**config.mk**
```make
export PLATFORM = sky130hd
export DESIGN_NAME = xt_boot_top
export DESIGN_NICKNAME = d
export VERILOG_FILES = /design/src/xt_pkg.sv /design/src/ioctl_if.sv /design/src/audio_mixer.sv /design/src/bios_loader.sv /design/src/clock_control.sv /design/src/reset_sequencer.sv /design/src/xt_boot_top.sv
export VERILOG_INCLUDE_DIRS = /design/src /design/src/src
export SDC_FILE = /design/constraint.sdc
export NUM_CORES = 1
export LEC_CHECK = 0
export BUFFER_PORTS_ARGS = -buffer_cell sky130_fd_sc_hd__buf_2
export CORE_AREA = 2 2 106 108
export DETAILED_ROUTE_END_ITERATION = 10
export DIE_AREA = 0 0 108 110
export PLACE_DENSITY = 0.89
export SLEW_MARGIN = 20
export SYNTH_ARGS = -nofsm -noshare
export SYNTH_HDL_FRONTEND = slang
export SYNTH_SLANG_ARGS = --single-unit
```
**constraint.sdc**
```tcl
create_clock -name clk_chipset -period 2.7 [get_ports clk_chipset]
set_clock_uncertainty 0.05 [all_clocks]
set_input_delay 0.54 -clock clk_chipset [delete_from_list [all_inputs] [get_ports clk_chipset]]
set_output_delay 0.54 -clock clk_chipset [all_outputs]
set_load 0.05 [all_outputs]
```
**src/xt_consts.svh**
```systemverilog
// reset lengths, bios write timing, bios address windows and audio widths
`ifndef XT_CONSTS_SVH
`define XT_CONSTS_SVH

////////////////////////////////////////
// reset timing
////////////////////////////////////////

// cycles of system reset after the last request
`define RESET_STRETCH_CYCLES 16'd1024
// extra cycles the processor stays in reset
`define CPU_RESET_DELAY 16'd42

////////////////////////////////////////
// bios write timing and windows
////////////////////////////////////////

// write strobe low time
`define BIOS_WRITE_LOW_CYCLES 8'd20
// capture to ready for next byte
`define BIOS_BYTE_CYCLES 8'd41
// F0000 window for pcxt and tandy images
`define BIOS_MAIN_SEG 4'hF
// EC000 window for the xt-ide image
`define BIOS_EXT_BASE 6'b111011

////////////////////////////////////////
// bus and audio widths
////////////////////////////////////////

`define IOCTL_ADDR_W 25
`define CPU_ADDR_W 20
`define DAC_W 15
`define MIX_W 17

`endif

```
**src/xt_pkg.sv**
```systemverilog
// package xt_pkg with bios loader state, cpu speed and bios image enums
`default_nettype none

package xt_pkg;

	////////////////////////////////////////
	// bios loader FSM
	////////////////////////////////////////

	// idle, armed for a byte, strobe low, recovery gap
	typedef enum logic [1:0] {
		IDLE,
		ARMED,
		WRITE,
		RECOVER
	} bios_state_e;

	// processor clock choice, reserved code runs at 4.77
	typedef enum logic [1:0] {
		SPEED_4M77   = 2'd0,
		SPEED_7M16   = 2'd1,
		SPEED_14M318 = 2'd2,
		SPEED_RSVD   = 2'd3
	} cpu_speed_e;

	// image kind decoded from the download index
	typedef enum logic [1:0] {
		IMG_NONE,
		IMG_PCXT,
		IMG_TANDY,
		IMG_XTIDE
	} bios_image_e;

endpackage

`default_nettype wire

```
**src/ioctl_if.sv**
```systemverilog
// interface ioctl_if for the host download bus, with source and loader modports
`timescale 1ns/1ps
`default_nettype none
`include "xt_consts.svh"

interface ioctl_if;
	// download active level
	logic                     download;
	logic [7:0]               index;
	// one-cycle write strobe, no wait back to the host
	logic                     wr;
	logic [`IOCTL_ADDR_W-1:0] addr;
	logic [7:0]               data;

	modport source (output download, index, wr, addr, data);
	modport loader (input download, index, wr, addr, data);
endinterface

`default_nettype wire

```
**src/audio_mixer.sv**
```systemverilog
// module audio_mixer: opl2, speaker and tandy sound sum and first-order sigma-delta DAC
`timescale 1ns/1ps
`default_nettype none
`include "xt_consts.svh"

module audio_mixer (
	input  logic               clk_chipset,
	input  logic               reset,
	input  logic signed [15:0] opl2_snd_i,
	input  logic               speaker_i,
	input  logic [7:0]         tandy_snd_i,
	output logic               audio_o
);

	// speaker level, active when the pin is low
	localparam logic [`MIX_W-1:0] SPK_LEVEL = `MIX_W'(1 << 14);

	logic [`MIX_W-1:0] mix;
	logic [`MIX_W-1:0] spk_term;
	logic [`DAC_W-1:0] dac_in;
	logic [`DAC_W:0]   acc_q;

	////////////////////////////////////////
	// mixer
	////////////////////////////////////////

	assign spk_term = speaker_i ? '0 : SPK_LEVEL;
	// opl2 sign extended, tandy scaled up by 2^9
	assign mix      = {opl2_snd_i[15], opl2_snd_i} + spk_term + {tandy_snd_i, 9'd0};
	// drop two lsbs for headroom
	assign dac_in   = mix[`MIX_W-1:2];

	////////////////////////////////////////
	// sigma-delta DAC
	////////////////////////////////////////

	// carry out of the low bits is the bitstream
	always_ff @(posedge clk_chipset or posedge reset) begin
		if (reset) begin
			acc_q <= '0;
		end else begin
			acc_q <= {1'b0, acc_q[`DAC_W-1:0]} + {1'b0, dac_in};
		end
	end

	assign audio_o = acc_q[`DAC_W];

endmodule

`default_nettype wire

```
**src/bios_loader.sv**
```systemverilog
// module bios_loader: image decode, bios address map and write FSM with tandy flag
`timescale 1ns/1ps
`default_nettype none
`include "xt_consts.svh"

module bios_loader (
	input  logic                   clk_chipset,
	input  logic                   sys_reset,
	ioctl_if.loader                ioctl,
	input  logic                   sdram_ready_i,
	input  logic                   bus_idle_i,
	input  logic                   model_tandy_i,
	output logic                   bios_request_o,
	output logic                   bios_protect_o,
	output logic                   bios_write_n_o,
	output logic [`CPU_ADDR_W-1:0] bios_addr_o,
	output logic [7:0]             bios_data_o,
	output logic                   bios_tandy_flag_o
);

	xt_pkg::bios_state_e   state_q;
	xt_pkg::bios_image_e   image;
	logic [`CPU_ADDR_W-1:0] map_addr;
	logic [7:0]            wait_cnt_q;
	logic                  tandy_wr_q;
	logic                  tandy_mode_q;
	logic                  high_addr_zero;

	////////////////////////////////////////
	// image decode and address map
	////////////////////////////////////////

	// main images are at most 64k
	assign high_addr_zero = (ioctl.addr[`IOCTL_ADDR_W-1:16] == '0);

	always_comb begin
		if ((ioctl.index[5:0] < 6'd2) && high_addr_zero) begin
			image = xt_pkg::IMG_PCXT;
		end else if ((ioctl.index[5:0] == 6'd2) && high_addr_zero) begin
			image = xt_pkg::IMG_TANDY;
		end else if (ioctl.index == 8'd3) begin
			image = xt_pkg::IMG_XTIDE;
		end else begin
			image = xt_pkg::IMG_NONE;
		end
	end

	always_comb begin
		case (image)
			xt_pkg::IMG_PCXT,
			xt_pkg::IMG_TANDY: map_addr = {`BIOS_MAIN_SEG, ioctl.addr[15:0]};
			xt_pkg::IMG_XTIDE: map_addr = {`BIOS_EXT_BASE, ioctl.addr[13:0]};
			default:           map_addr = '1;
		endcase
	end

	////////////////////////////////////////
	// write FSM
	////////////////////////////////////////

	always_ff @(posedge clk_chipset or posedge sys_reset) begin
		if (sys_reset) begin
			state_q        <= xt_pkg::IDLE;
			bios_protect_o <= 1'b1;
			bios_request_o <= 1'b0;
			bios_addr_o    <= '1;
			bios_data_o    <= 8'hFF;
			bios_write_n_o <= 1'b1;
			wait_cnt_q     <= '0;
			tandy_wr_q     <= 1'b0;
		end else if (!sdram_ready_i) begin
			// memory not up yet, park everything
			state_q        <= xt_pkg::IDLE;
			bios_protect_o <= 1'b1;
			bios_request_o <= 1'b0;
			bios_addr_o    <= '1;
			bios_data_o    <= 8'hFF;
			bios_write_n_o <= 1'b1;
			wait_cnt_q     <= '0;
			tandy_wr_q     <= 1'b0;
		end else begin
			case (state_q)
				xt_pkg::IDLE: begin
					bios_protect_o <= 1'b1;
					bios_request_o <= ioctl.download;
					bios_addr_o    <= '1;
					bios_data_o    <= 8'hFF;
					bios_write_n_o <= 1'b1;
					wait_cnt_q     <= '0;
					tandy_wr_q     <= 1'b0;
					// wait for the processor to leave the bus
					if (ioctl.download && bus_idle_i) begin
						state_q <= xt_pkg::ARMED;
					end
				end
				xt_pkg::ARMED: begin
					bios_protect_o <= 1'b0;
					bios_request_o <= 1'b1;
					bios_write_n_o <= 1'b1;
					wait_cnt_q     <= '0;
					if (!ioctl.download) begin
						state_q <= xt_pkg::IDLE;
					end else if (ioctl.wr && (image != xt_pkg::IMG_NONE)) begin
						// capture byte, strobe goes low next edge
						bios_addr_o <= map_addr;
						bios_data_o <= ioctl.data;
						tandy_wr_q  <= (image == xt_pkg::IMG_TANDY);
						state_q     <= xt_pkg::WRITE;
					end
				end
				xt_pkg::WRITE: begin
					wait_cnt_q <= wait_cnt_q + 8'd1;
					if (wait_cnt_q != `BIOS_WRITE_LOW_CYCLES) begin
						bios_write_n_o <= 1'b0;
					end else begin
						bios_write_n_o <= 1'b1;
						state_q        <= xt_pkg::RECOVER;
					end
				end
				default: begin
					// recovery gap, counter keeps running from WRITE
					bios_addr_o <= '1;
					bios_data_o <= 8'hFF;
					tandy_wr_q  <= 1'b0;
					wait_cnt_q  <= wait_cnt_q + 8'd1;
					if (wait_cnt_q == `BIOS_BYTE_CYCLES - 8'd1) begin
						state_q <= xt_pkg::ARMED;
					end
				end
			endcase
		end
	end

	// board model sampled while reset is held
	always_ff @(posedge clk_chipset) begin
		if (sys_reset) begin
			tandy_mode_q <= model_tandy_i;
		end
	end

	// write bit only during the strobe
	assign bios_tandy_flag_o = bios_write_n_o ? tandy_mode_q : tandy_wr_q;

	a_write_in_state: assert property (@(posedge clk_chipset) disable iff (sys_reset)
		!bios_write_n_o |-> (state_q == xt_pkg::WRITE));

endmodule

`default_nettype wire

```
**src/clock_control.sv**
```systemverilog
// module clock_control: speed latch, clock selection, synchronizers and edge enables
`timescale 1ns/1ps
`default_nettype none

module clock_control (
	input  logic               clk_chipset,
	input  logic               reset,
	input  xt_pkg::cpu_speed_e speed_req_i,
	input  logic               biu_done_i,
	input  logic               clk_4m77_i,
	input  logic               clk_7m16_i,
	input  logic               clk_14m318_i,
	input  logic               periph_clk_i,
	input  logic               opl2_clk_i,
	input  logic               uart_clk_i,
	output logic               turbo_o,
	output logic               cpu_clk_o,
	output logic               pclk_o,
	output logic               opl2_en_o,
	output logic               uart_en_o
);

	xt_pkg::cpu_speed_e speed_q;
	logic               sel_clk;
	// bit 1 cpu clock, bit 0 peripheral clock
	logic [1:0]         clk_ff1_q;
	logic [1:0]         clk_ff2_q;
	logic [1:0]         clk_ff3_q;
	// bit 1 uart clock, bit 0 opl2 clock
	logic [1:0]         edge_ff1_q;
	logic [1:0]         edge_ff2_q;
	logic [1:0]         edge_ff3_q;
	logic [1:0]         en_q;

	////////////////////////////////////////
	// speed latch
	////////////////////////////////////////

	// only changes while the bus unit is idle
	always_ff @(posedge clk_chipset or posedge reset) begin
		if (reset) begin
			speed_q <= xt_pkg::SPEED_4M77;
		end else if (biu_done_i) begin
			speed_q <= speed_req_i;
		end
	end

	assign turbo_o = (speed_q == xt_pkg::SPEED_7M16) || (speed_q == xt_pkg::SPEED_14M318);

	// reserved code falls back to 4.77
	always_comb begin
		case (speed_q)
			xt_pkg::SPEED_7M16:   sel_clk = clk_7m16_i;
			xt_pkg::SPEED_14M318: sel_clk = clk_14m318_i;
			default:              sel_clk = clk_4m77_i;
		endcase
	end

	////////////////////////////////////////
	// synchronizers and enables
	////////////////////////////////////////

	always_ff @(posedge clk_chipset or posedge reset) begin
		if (reset) begin
			clk_ff1_q  <= '0;
			clk_ff2_q  <= '0;
			clk_ff3_q  <= '0;
			edge_ff1_q <= '0;
			edge_ff2_q <= '0;
			edge_ff3_q <= '0;
			en_q       <= '0;
		end else begin
			clk_ff1_q  <= {sel_clk, periph_clk_i};
			clk_ff2_q  <= clk_ff1_q;
			clk_ff3_q  <= clk_ff2_q;
			edge_ff1_q <= {uart_clk_i, opl2_clk_i};
			edge_ff2_q <= edge_ff1_q;
			edge_ff3_q <= edge_ff2_q;
			// rising edge seen between stages 2 and 3
			en_q       <= edge_ff2_q & ~edge_ff3_q;
		end
	end

	assign cpu_clk_o = clk_ff3_q[1];
	assign pclk_o    = clk_ff3_q[0];
	assign opl2_en_o = en_q[0];
	assign uart_en_o = en_q[1];

	// enable is a single pulse per slow clock edge
	a_opl2_en_pulse: assert property (@(posedge clk_chipset) disable iff (reset)
		opl2_en_o |=> !opl2_en_o);

endmodule

`default_nettype wire

```
**src/reset_sequencer.sv**
```systemverilog
// module reset_sequencer: system reset stretcher and delayed processor reset release
`timescale 1ns/1ps
`default_nettype none
`include "xt_consts.svh"

module reset_sequencer (
	input  logic clk_chipset,
	input  logic reset,
	input  logic soft_reset_i,
	output logic sys_reset_o,
	output logic cpu_reset_o
);

	logic [15:0] stretch_cnt_q;
	logic        sys_reset_d1_q;
	logic [15:0] release_cnt_q;

	////////////////////////////////////////
	// system reset stretch
	////////////////////////////////////////

	// soft request sampled on the clock, hard reset is async
	always_ff @(posedge clk_chipset or posedge reset) begin
		if (reset) begin
			sys_reset_o   <= 1'b1;
			stretch_cnt_q <= '0;
		end else if (soft_reset_i) begin
			sys_reset_o   <= 1'b1;
			stretch_cnt_q <= '0;
		end else if (sys_reset_o) begin
			// drops on the last counted edge
			if (stretch_cnt_q == `RESET_STRETCH_CYCLES - 16'd1) begin
				sys_reset_o <= 1'b0;
			end else begin
				stretch_cnt_q <= stretch_cnt_q + 16'd1;
			end
		end
	end

	////////////////////////////////////////
	// processor reset release
	////////////////////////////////////////

	// one flop behind the system reset
	always_ff @(posedge clk_chipset or posedge reset) begin
		if (reset) begin
			sys_reset_d1_q <= 1'b1;
		end else begin
			sys_reset_d1_q <= sys_reset_o;
		end
	end

	// raised with the system reset in the same edge
	always_ff @(posedge clk_chipset or posedge reset) begin
		if (reset) begin
			cpu_reset_o   <= 1'b1;
			release_cnt_q <= '0;
		end else if (soft_reset_i || sys_reset_o) begin
			cpu_reset_o   <= 1'b1;
			release_cnt_q <= '0;
		end else if (sys_reset_d1_q) begin
			// delayed copy still high, count starts next edge
			release_cnt_q <= '0;
		end else if (cpu_reset_o) begin
			if (release_cnt_q == `CPU_RESET_DELAY) begin
				cpu_reset_o <= 1'b0;
			end else begin
				release_cnt_q <= release_cnt_q + 16'd1;
			end
		end
	end

	// processor never leaves reset ahead of the system
	a_cpu_under_sys: assert property (@(posedge clk_chipset) disable iff (reset)
		sys_reset_o |-> cpu_reset_o);

endmodule

`default_nettype wire

```
**src/xt_boot_top.sv**
```systemverilog
// module xt_boot_top: top level with reset, clock, bios loader and audio instances
`timescale 1ns/1ps
`default_nettype none
`include "xt_consts.svh"

module xt_boot_top (
	input  logic                     clk_chipset,
	input  logic                     reset,
	input  logic                     soft_reset_i,
	// host download
	input  logic                     ioctl_download_i,
	input  logic [7:0]               ioctl_index_i,
	input  logic                     ioctl_wr_i,
	input  logic [`IOCTL_ADDR_W-1:0] ioctl_addr_i,
	input  logic [7:0]               ioctl_data_i,
	input  logic                     sdram_ready_i,
	input  logic                     bus_idle_i,
	input  logic                     model_tandy_i,
	// clocks
	input  xt_pkg::cpu_speed_e       speed_req_i,
	input  logic                     biu_done_i,
	input  logic                     clk_4m77_i,
	input  logic                     clk_7m16_i,
	input  logic                     clk_14m318_i,
	input  logic                     periph_clk_i,
	input  logic                     opl2_clk_i,
	input  logic                     uart_clk_i,
	// sound sources
	input  logic signed [15:0]       opl2_snd_i,
	input  logic                     speaker_i,
	input  logic [7:0]               tandy_snd_i,
	output logic                     sys_reset_o,
	output logic                     cpu_reset_o,
	output logic                     turbo_o,
	output logic                     cpu_clk_o,
	output logic                     pclk_o,
	output logic                     opl2_en_o,
	output logic                     uart_en_o,
	output logic                     bios_request_o,
	output logic                     bios_protect_o,
	output logic                     bios_write_n_o,
	output logic [`CPU_ADDR_W-1:0]   bios_addr_o,
	output logic [7:0]               bios_data_o,
	output logic                     bios_tandy_flag_o,
	output logic                     audio_o,
	output logic                     download_led_o
);

	ioctl_if ioctl_bus ();

	// led lit while idle
	assign download_led_o     = ~ioctl_download_i;
	assign ioctl_bus.download = ioctl_download_i;
	assign ioctl_bus.index    = ioctl_index_i;
	assign ioctl_bus.wr       = ioctl_wr_i;
	assign ioctl_bus.addr     = ioctl_addr_i;
	assign ioctl_bus.data     = ioctl_data_i;

	reset_sequencer i_reset_sequencer (
		.clk_chipset (clk_chipset), .reset (reset), .soft_reset_i (soft_reset_i),
		.sys_reset_o (sys_reset_o), .cpu_reset_o (cpu_reset_o)
	);

	clock_control i_clock_control (
		.clk_chipset (clk_chipset), .reset (reset), .speed_req_i (speed_req_i),
		.biu_done_i (biu_done_i), .clk_4m77_i (clk_4m77_i), .clk_7m16_i (clk_7m16_i),
		.clk_14m318_i (clk_14m318_i), .periph_clk_i (periph_clk_i),
		.opl2_clk_i (opl2_clk_i), .uart_clk_i (uart_clk_i), .turbo_o (turbo_o),
		.cpu_clk_o (cpu_clk_o), .pclk_o (pclk_o), .opl2_en_o (opl2_en_o),
		.uart_en_o (uart_en_o)
	);

	// loader runs under the stretched system reset
	bios_loader i_bios_loader (
		.clk_chipset (clk_chipset), .sys_reset (sys_reset_o), .ioctl (ioctl_bus.loader),
		.sdram_ready_i (sdram_ready_i), .bus_idle_i (bus_idle_i),
		.model_tandy_i (model_tandy_i), .bios_request_o (bios_request_o),
		.bios_protect_o (bios_protect_o), .bios_write_n_o (bios_write_n_o),
		.bios_addr_o (bios_addr_o), .bios_data_o (bios_data_o),
		.bios_tandy_flag_o (bios_tandy_flag_o)
	);

	audio_mixer i_audio_mixer (
		.clk_chipset (clk_chipset), .reset (reset), .opl2_snd_i (opl2_snd_i),
		.speaker_i (speaker_i), .tandy_snd_i (tandy_snd_i), .audio_o (audio_o)
	);

endmodule

`default_nettype wire

```
==> impl_metrics.ini, run 1 <==
[run_status]
status = finished, violations left
violations = setup timing

[worst_setup_path]
crit_type = in -> reg
worstPathArrival_ns = 3.10
worstPathMaxFanout = 2
worstSetupEndpointType = flop
critPathRequiredTime_ns = 2.95
cp-start-kind = primary input

[power_and_ir_drop]
p_seq_share_pct = 36.2
p_switching_uw = 2030
power_density_nw_per_um2 = 759
power_uw = 5320
clock_power_share_pct = 19.9
peakVddDrop_mv = 0.632
p_comb_share_pct = 43.9
p_leak_uw = 0.00316
switching_share_pct = 38.1
internal_power_uw = 3290

[clock_tree]
htreeDepth = 3
root_buffer = clkbuf_8
clockBufferDepth = 2
worstSkewPairLatency_ns = 0.38
cts.sinks = 107
cts_tree = yes
numCtsBuffers = 9
path_clk_slew_ns = 0.11

[grt]
grt_usage_pct = 21.7
grt_pass1_vias = 4627
grt_max_degree = 41
antenna_found_initial = 0
grt_pass1_wl_um = 20500
grt-ovfl-total = 0

[logic_synthesis]
synthesis.area_um2 = 5730
synth_cell_types = 58
seq_area_frac_synth_pct = 47.5
synth_top_area_share_pct = 33.2
ys_warn_count = 0
synth_edf_count = 1
synthTopCellsByArea = dfrtp_1 (33%), dfstp_2 (14%), ha_1 (9.0%), nor2_1 (5.6%), a21oi_1 (5.5%)
synth_seq_cells = 107
syn_avg_cell_area_um2 = 9.71
synth.most_common_cell = nor2_1
synth_top_area_cell = dfrtp_1
ys_top_cells_by_count = nor2_1 (85), dfrtp_1 (76), a21oi_1 (63)
synth_ff_type = dfrtp_1
syn_inst = 590
synth-async-reset-ratio_pct = 99.1

[route]
wire_per_inst_um = 14.8
drt-total-wl_um = 13000
routed_via_density = 5.58
drt-pass1-iter-count = 4
drc = 0
num_vias = 4890
detail_route.iter0.violations = 299
ant_nets = 0

[floorplanning]
core_um2 = 10700
die_h_um = 110
start_util_pct = 53.5
boundaryPins = 124
dieArea_um2 = 11900
die_x_um = 108
num_rows = 38

[sta]
max_freq_mhz = 352
rsz0062_at_grt = yes
period_needed_ns = 2.84
hold_violations = 0
setup_tns_ns = -0.190
finalCritPeriodShare_pct = 105
setup_viol = 3
layout_setup_ws_ns = -0.143
worst_pin_slew_ns = 0.691
hold_ws_ns = 0.210
slew_viol_final = 0
slew_headroom_pct = 53.8

[cells_and_area]
syn_to_final_growth_pct = 22.5
fin_nets = 859
drive_above_1_share_pct = 31.1
antenna-diode-count = 0
fillers = 811

[job]
cap_violations = 0

[hold_path]
min_path_type = in -> async

[placement]
hpwl_um = 9300
port_buffers = 118
gp_congestion = 0.841
pre_cts_ws_ns = -0.473
metal layers:
metal | vias to the layer above | share of wire [%] | track usage [%]
met3 | 22 | 6.5 | 4.41
li1 | 2334 | - | -
met4 | 0 | 1.8 | 6.78
met2 | 172 | 52 | 40.2
met1 | 2362 | 39 | 25.2
met5 | - | 0 | 0
final cells by class:
type	count	area [µm²]	share of cell area, %
well taps	140	175	2.50
clock buffers	9	124	1.77
multi-input cells	430	2900	41.3
inverters	30	113	1.61
repair buffers	154	890	12.7
flip-flops and latches	107	2720	38.8
clock inverters	7	93.8	1.34
critical path, cell delays in order:
cell and delay, ns:
buf_6 0.10, ha_4 0.23, ha_4 0.17, fa_2 0.36, a21oi_2 0.17, nor2_2 0.06
nor2_2 0.20, xnor2_2 0.12, ha_1 0.34, nand4_1 0.18, or2_4 0.29, o31ai_4 0.17
xor2_1 0.17
power by group through the flow:
stage / logic, µW / registers (µW) / clock network, µW
6_report: 2340 / 1930 / 1060
3_5_place_dp: 2130 / 1960 / 0
4_1_cts: 2220 / 1930 / 1080
5_1_grt: 2540 / 1950 / 1160
2_1_floorplan: 1310 / 2110 / 0
3_3_place_gp: 2000 / 1950 / 0
what timing repair did:
action,4_1_cts,5_1_grt
hold buffers,0,0
gates resized for setup,7,14
pin swaps,6,22
setup buffers,2,3
endpoints found under the setup margin,1,21
stage by stage:
stage / cell area (µm²) / utilization (%) / cells
detailed placement: 6670 / 62.3 / 856
floorplan: 5770 / - / 592
finish: 7020 / 65.6 / 877
CTS: 6940 / 64.9 / 874
global placement: 6670 / 62.3 / 856
global route: 7020 / 65.6 / 877
logic make-up after synthesis:
family | share of synthesized area (%)
AOI/OAI and AO/OA | 13.2
xor gates and xnor gates | 6.73
buffers and inverters | 4.13
DFF | 47.5
and+or+nand+nor | 17.8
adders and majority gates | 10.0
other | 0.0655
muxes | 0.524
cells in the final DEF, fill, tap and decap left out, types with 21 or more instances in the layout:
cell type  count
buf_2        116
nor2_1        82
dfrtp_1       76
a21oi_1       59
ha_1          36
buf_4         34
nand2_1       30
dfstp_2       30
inv_1         28
o21ai_0       24
xor2_1        22
xnor2_1       21
final timing paths:
kind,cells past startpoint,to,slack [ns],startpoint
setup / recovery,13,i_audio_mixer.acc_q[14]$_DFF_PP0_,-0.14,tandy_snd_i[1]
hold / removal,2,i_clock_control.en_q[0]$_DFF_PP0_,0.21,reset
setup reg to reg,9,i_audio_mixer.acc_q[10]$_DFF_PP0_,0.54,i_audio_mixer.acc_q[0]$_DFF_PP0_
hold reg to reg,0,i_clock_control.edge_ff2_q[0]$_DFF_PP0_,0.31,i_clock_control.edge_ff1_q[0]$_DFF_PP0_
max in group asynchronous,3,i_audio_mixer.acc_q[11]$_DFF_PP0_,1.68,reset
min in group clk_chipset,1,i_clock_control.clk_ff1_q[0]$_DFF_PP0_,0.22,periph_clk_i
sequential cells by signal, summed over array words and instances, names as in the netlist, 8 cells and up:
| name | flops |
|---|---|
| i_bios_loader.wait_cnt_q | 8 |
| i_bios_loader.bios_data_o | 8 |
| i_audio_mixer.acc_q | 16 |
| i_reset_sequencer.stretch_cnt_q | 16 |
| i_bios_loader.bios_addr_o | 17 |
| i_reset_sequencer.release_cnt_q | 16 |
(Power assumes the default switching activity.)
==> run 2, diff against run 1 <==
- CAP_MARGIN: default -> 5
- CELL_PAD_IN_SITES_DETAIL_PLACEMENT: default -> 2
- CELL_PAD_IN_SITES_GLOBAL_PLACEMENT: default -> 2
- CORE_AREA: 2 2 106 108 -> 2 2 133 135
- DIE_AREA: 0 0 108 110 -> 0 0 135 137
- PLACE_DENSITY: 0.89 -> 0.9
==> impl_metrics.ini, run 2 (synthesis results as in run 1) <==
[placement]
hpwl_um = 12800
port_buffers = 118
dp.cells = 942
gp_congestion = 0.794
place_area_um2 = 6790

[sta]
layout_setup_ws_ns = -0.310
setup_tns_ns = -0.604
finalCritPeriodShare_pct = 111
setup_viol = 4
hold_violations = 0
hold_ws_ns = 0.216
slew_viol_final = 0
worst_pin_slew_ns = 0.627
rsz0062_at_grt = yes
period_needed_ns = 3.01
max_freq_mhz = 332
slew_headroom_pct = 58.2

[clock_tree]
cts.sinks = 107
numCtsBuffers = 9
clockBufferDepth = 2
htreeDepth = 3
worstSkewPairLatency_ns = 0.37
cts_tree = yes
root_buffer = clkbuf_16
path_clk_slew_ns = 0.09

[route]
num_vias = 5090
drt-pass1-iter-count = 4
ant_nets = 0
routed_via_density = 5.27
wire_per_inst_um = 20.5
detail_route.iter0.violations = 178
drc = 0
drt-total-wl_um = 19700

[worst_setup_path]
critPathRequiredTime_ns = 2.90
worstSetupEndpointType = flop
cp-start-kind = primary input
crit_chain = buf_6 -> ha_4 -> ha_4 -> fa_2 -> a21oi_2 -> nor2_2 -> nor2_2 -> xnor2_2 -> ha_1 -> inv_2 -> o21ai_2 -> a211oi_2 -> o31ai_4 -> xor2_1
cp_slowest_stage_delay_ns = 0.37
worstPathArrival_ns = 3.21
worstPathMaxFanout = 2
critPathLaunch = tandy_snd_i[1]
r2r-start = i_audio_mixer.acc_q[0]$_DFF_PP0_
crit_family = adder cells
crit_slowest_cell = a211oi_2
cp_num_buf_inv = 2
crit_type = in -> reg

[floorplanning]
core_um2 = 17100
boundaryPins = 124
die_h_um = 137
num_rows = 48
die_x_um = 135
start_util_pct = 33.6
dieArea_um2 = 18500

[cells_and_area]
antenna-diode-count = 0
design_area_um2 = 7280
largest_reg_flops = 17
fin_nets = 862
final_common_cell = buf_2
syn_to_final_growth_pct = 27.1
regMostFlops = i_bios_loader.bios_addr_o
finalNonFillerCells = 965
drive_above_1_share_pct = 32.4
fillers = 1863
utilization_pct = 42.7
final_cell_mix = buf_2 (115), nor2_1 (82), dfrtp_1 (76)

[run_status]
violations = setup timing
status = finished, violations left

[grt]
grt_usage_pct = 19.9
grt-ovfl-total = 0
antenna_found_initial = 0
grt_pass1_wl_um = 29000
grt_pass1_vias = 5664
grt_max_degree = 68

[power_and_ir_drop]
peakVddDrop_mv = 0.483
power_density_nw_per_um2 = 834
p_leak_uw = 0.00322

[job]
cap_violations = 0

[hold_path]
min_path_type = in -> async
==> run 2: cell types whose count changed in the layout (fill, tap and decap cells not counted), moves of 2 or more <==
cell / change
o21ai_0: -2
a21oi_1: -3
clkbuf_8: -9
buf_6: +2
clkbuf_16: +9
inv_6: +2
a21oi_2: +3
==> run 2: timing repair <==
| action | CTS | global route |
|---|---|---|
| resized for setup | 16 | 15 |
| gates cloned | 0 | 0 |
| pin swaps | 19 | 25 |
| setup buffers | 4 | 4 |
| hold buffers | 0 | 0 |
| setup endpoints to repair | 5 | 5 |
==> run 2: final timing paths <==
kind	to	slack [ns]	cells after the start
min in group clk_chipset	i_clock_control.edge_ff1_q[1]$_DFF_PP0_	0.23	1
min	i_clock_control.speed_q[0]$_DFFE_PP0P_	0.22	3
max in group asynchronous	i_bios_loader.bios_addr_o[14]$_DFFE_PP1P_	1.68	2
min reg2reg	i_clock_control.clk_ff2_q[0]$_DFF_PP0_	0.30	0
max	i_audio_mixer.acc_q[14]$_DFF_PP0_	-0.31	14
max reg2reg	i_audio_mixer.acc_q[10]$_DFF_PP0_	0.37	9
==> run 2: worst reg2reg max path, cell delays in order, from the launching register on <==
cell	delay, ns
dfrtp_1	0.35
ha_1	0.17
inv_1	0.06
fa_1	0.41
nor2b_1	0.20
o31a_1	0.22
nor3_1	0.09
buf_4	0.19
o31ai_1	0.36
xnor2_1	0.17
==> run 2: layout make-up <==
type                       count  area, µm²  share of cell area (%)
multi-input combinational    430       2940                    40.4
sequential                   107       2720                    37.4
timing repair buffer         157        935                    12.8
tap                          225        282                    3.87
clock buffer                   9        225                    3.09
inverter                      30        113                    1.55
clock inverter                 7       67.6                   0.928
==> run 2: stage by stage <==
step,setup slack (ns),total power [µW]
after floorplan,-0.189,3420
after global placement,-0.392,4030
after detailed placement,-0.589,4270
after CTS,-0.103,5770
after global routing,-0.392,6390
final,-0.310,6070
==> run 2: power by group <==
part / internal [µW] / total, µW / leakage, µW / switching [µW]
Clock: 653 / 1350 / 0.000145 / 697
Sequential: 1840 / 1960 / 0.00131 / 116
Combinational: 1100 / 2760 / 0.00177 / 1660
Total: 3590 / 6070 / 0.00322 / 2470
==> run 2: per-layer routing <==
metal  wire [µm]  global-route usage (%)
met1        7700                    23.2
met2       10600                    37.6
met3         868                    3.56
met4         606                    4.92
met5           0                       0
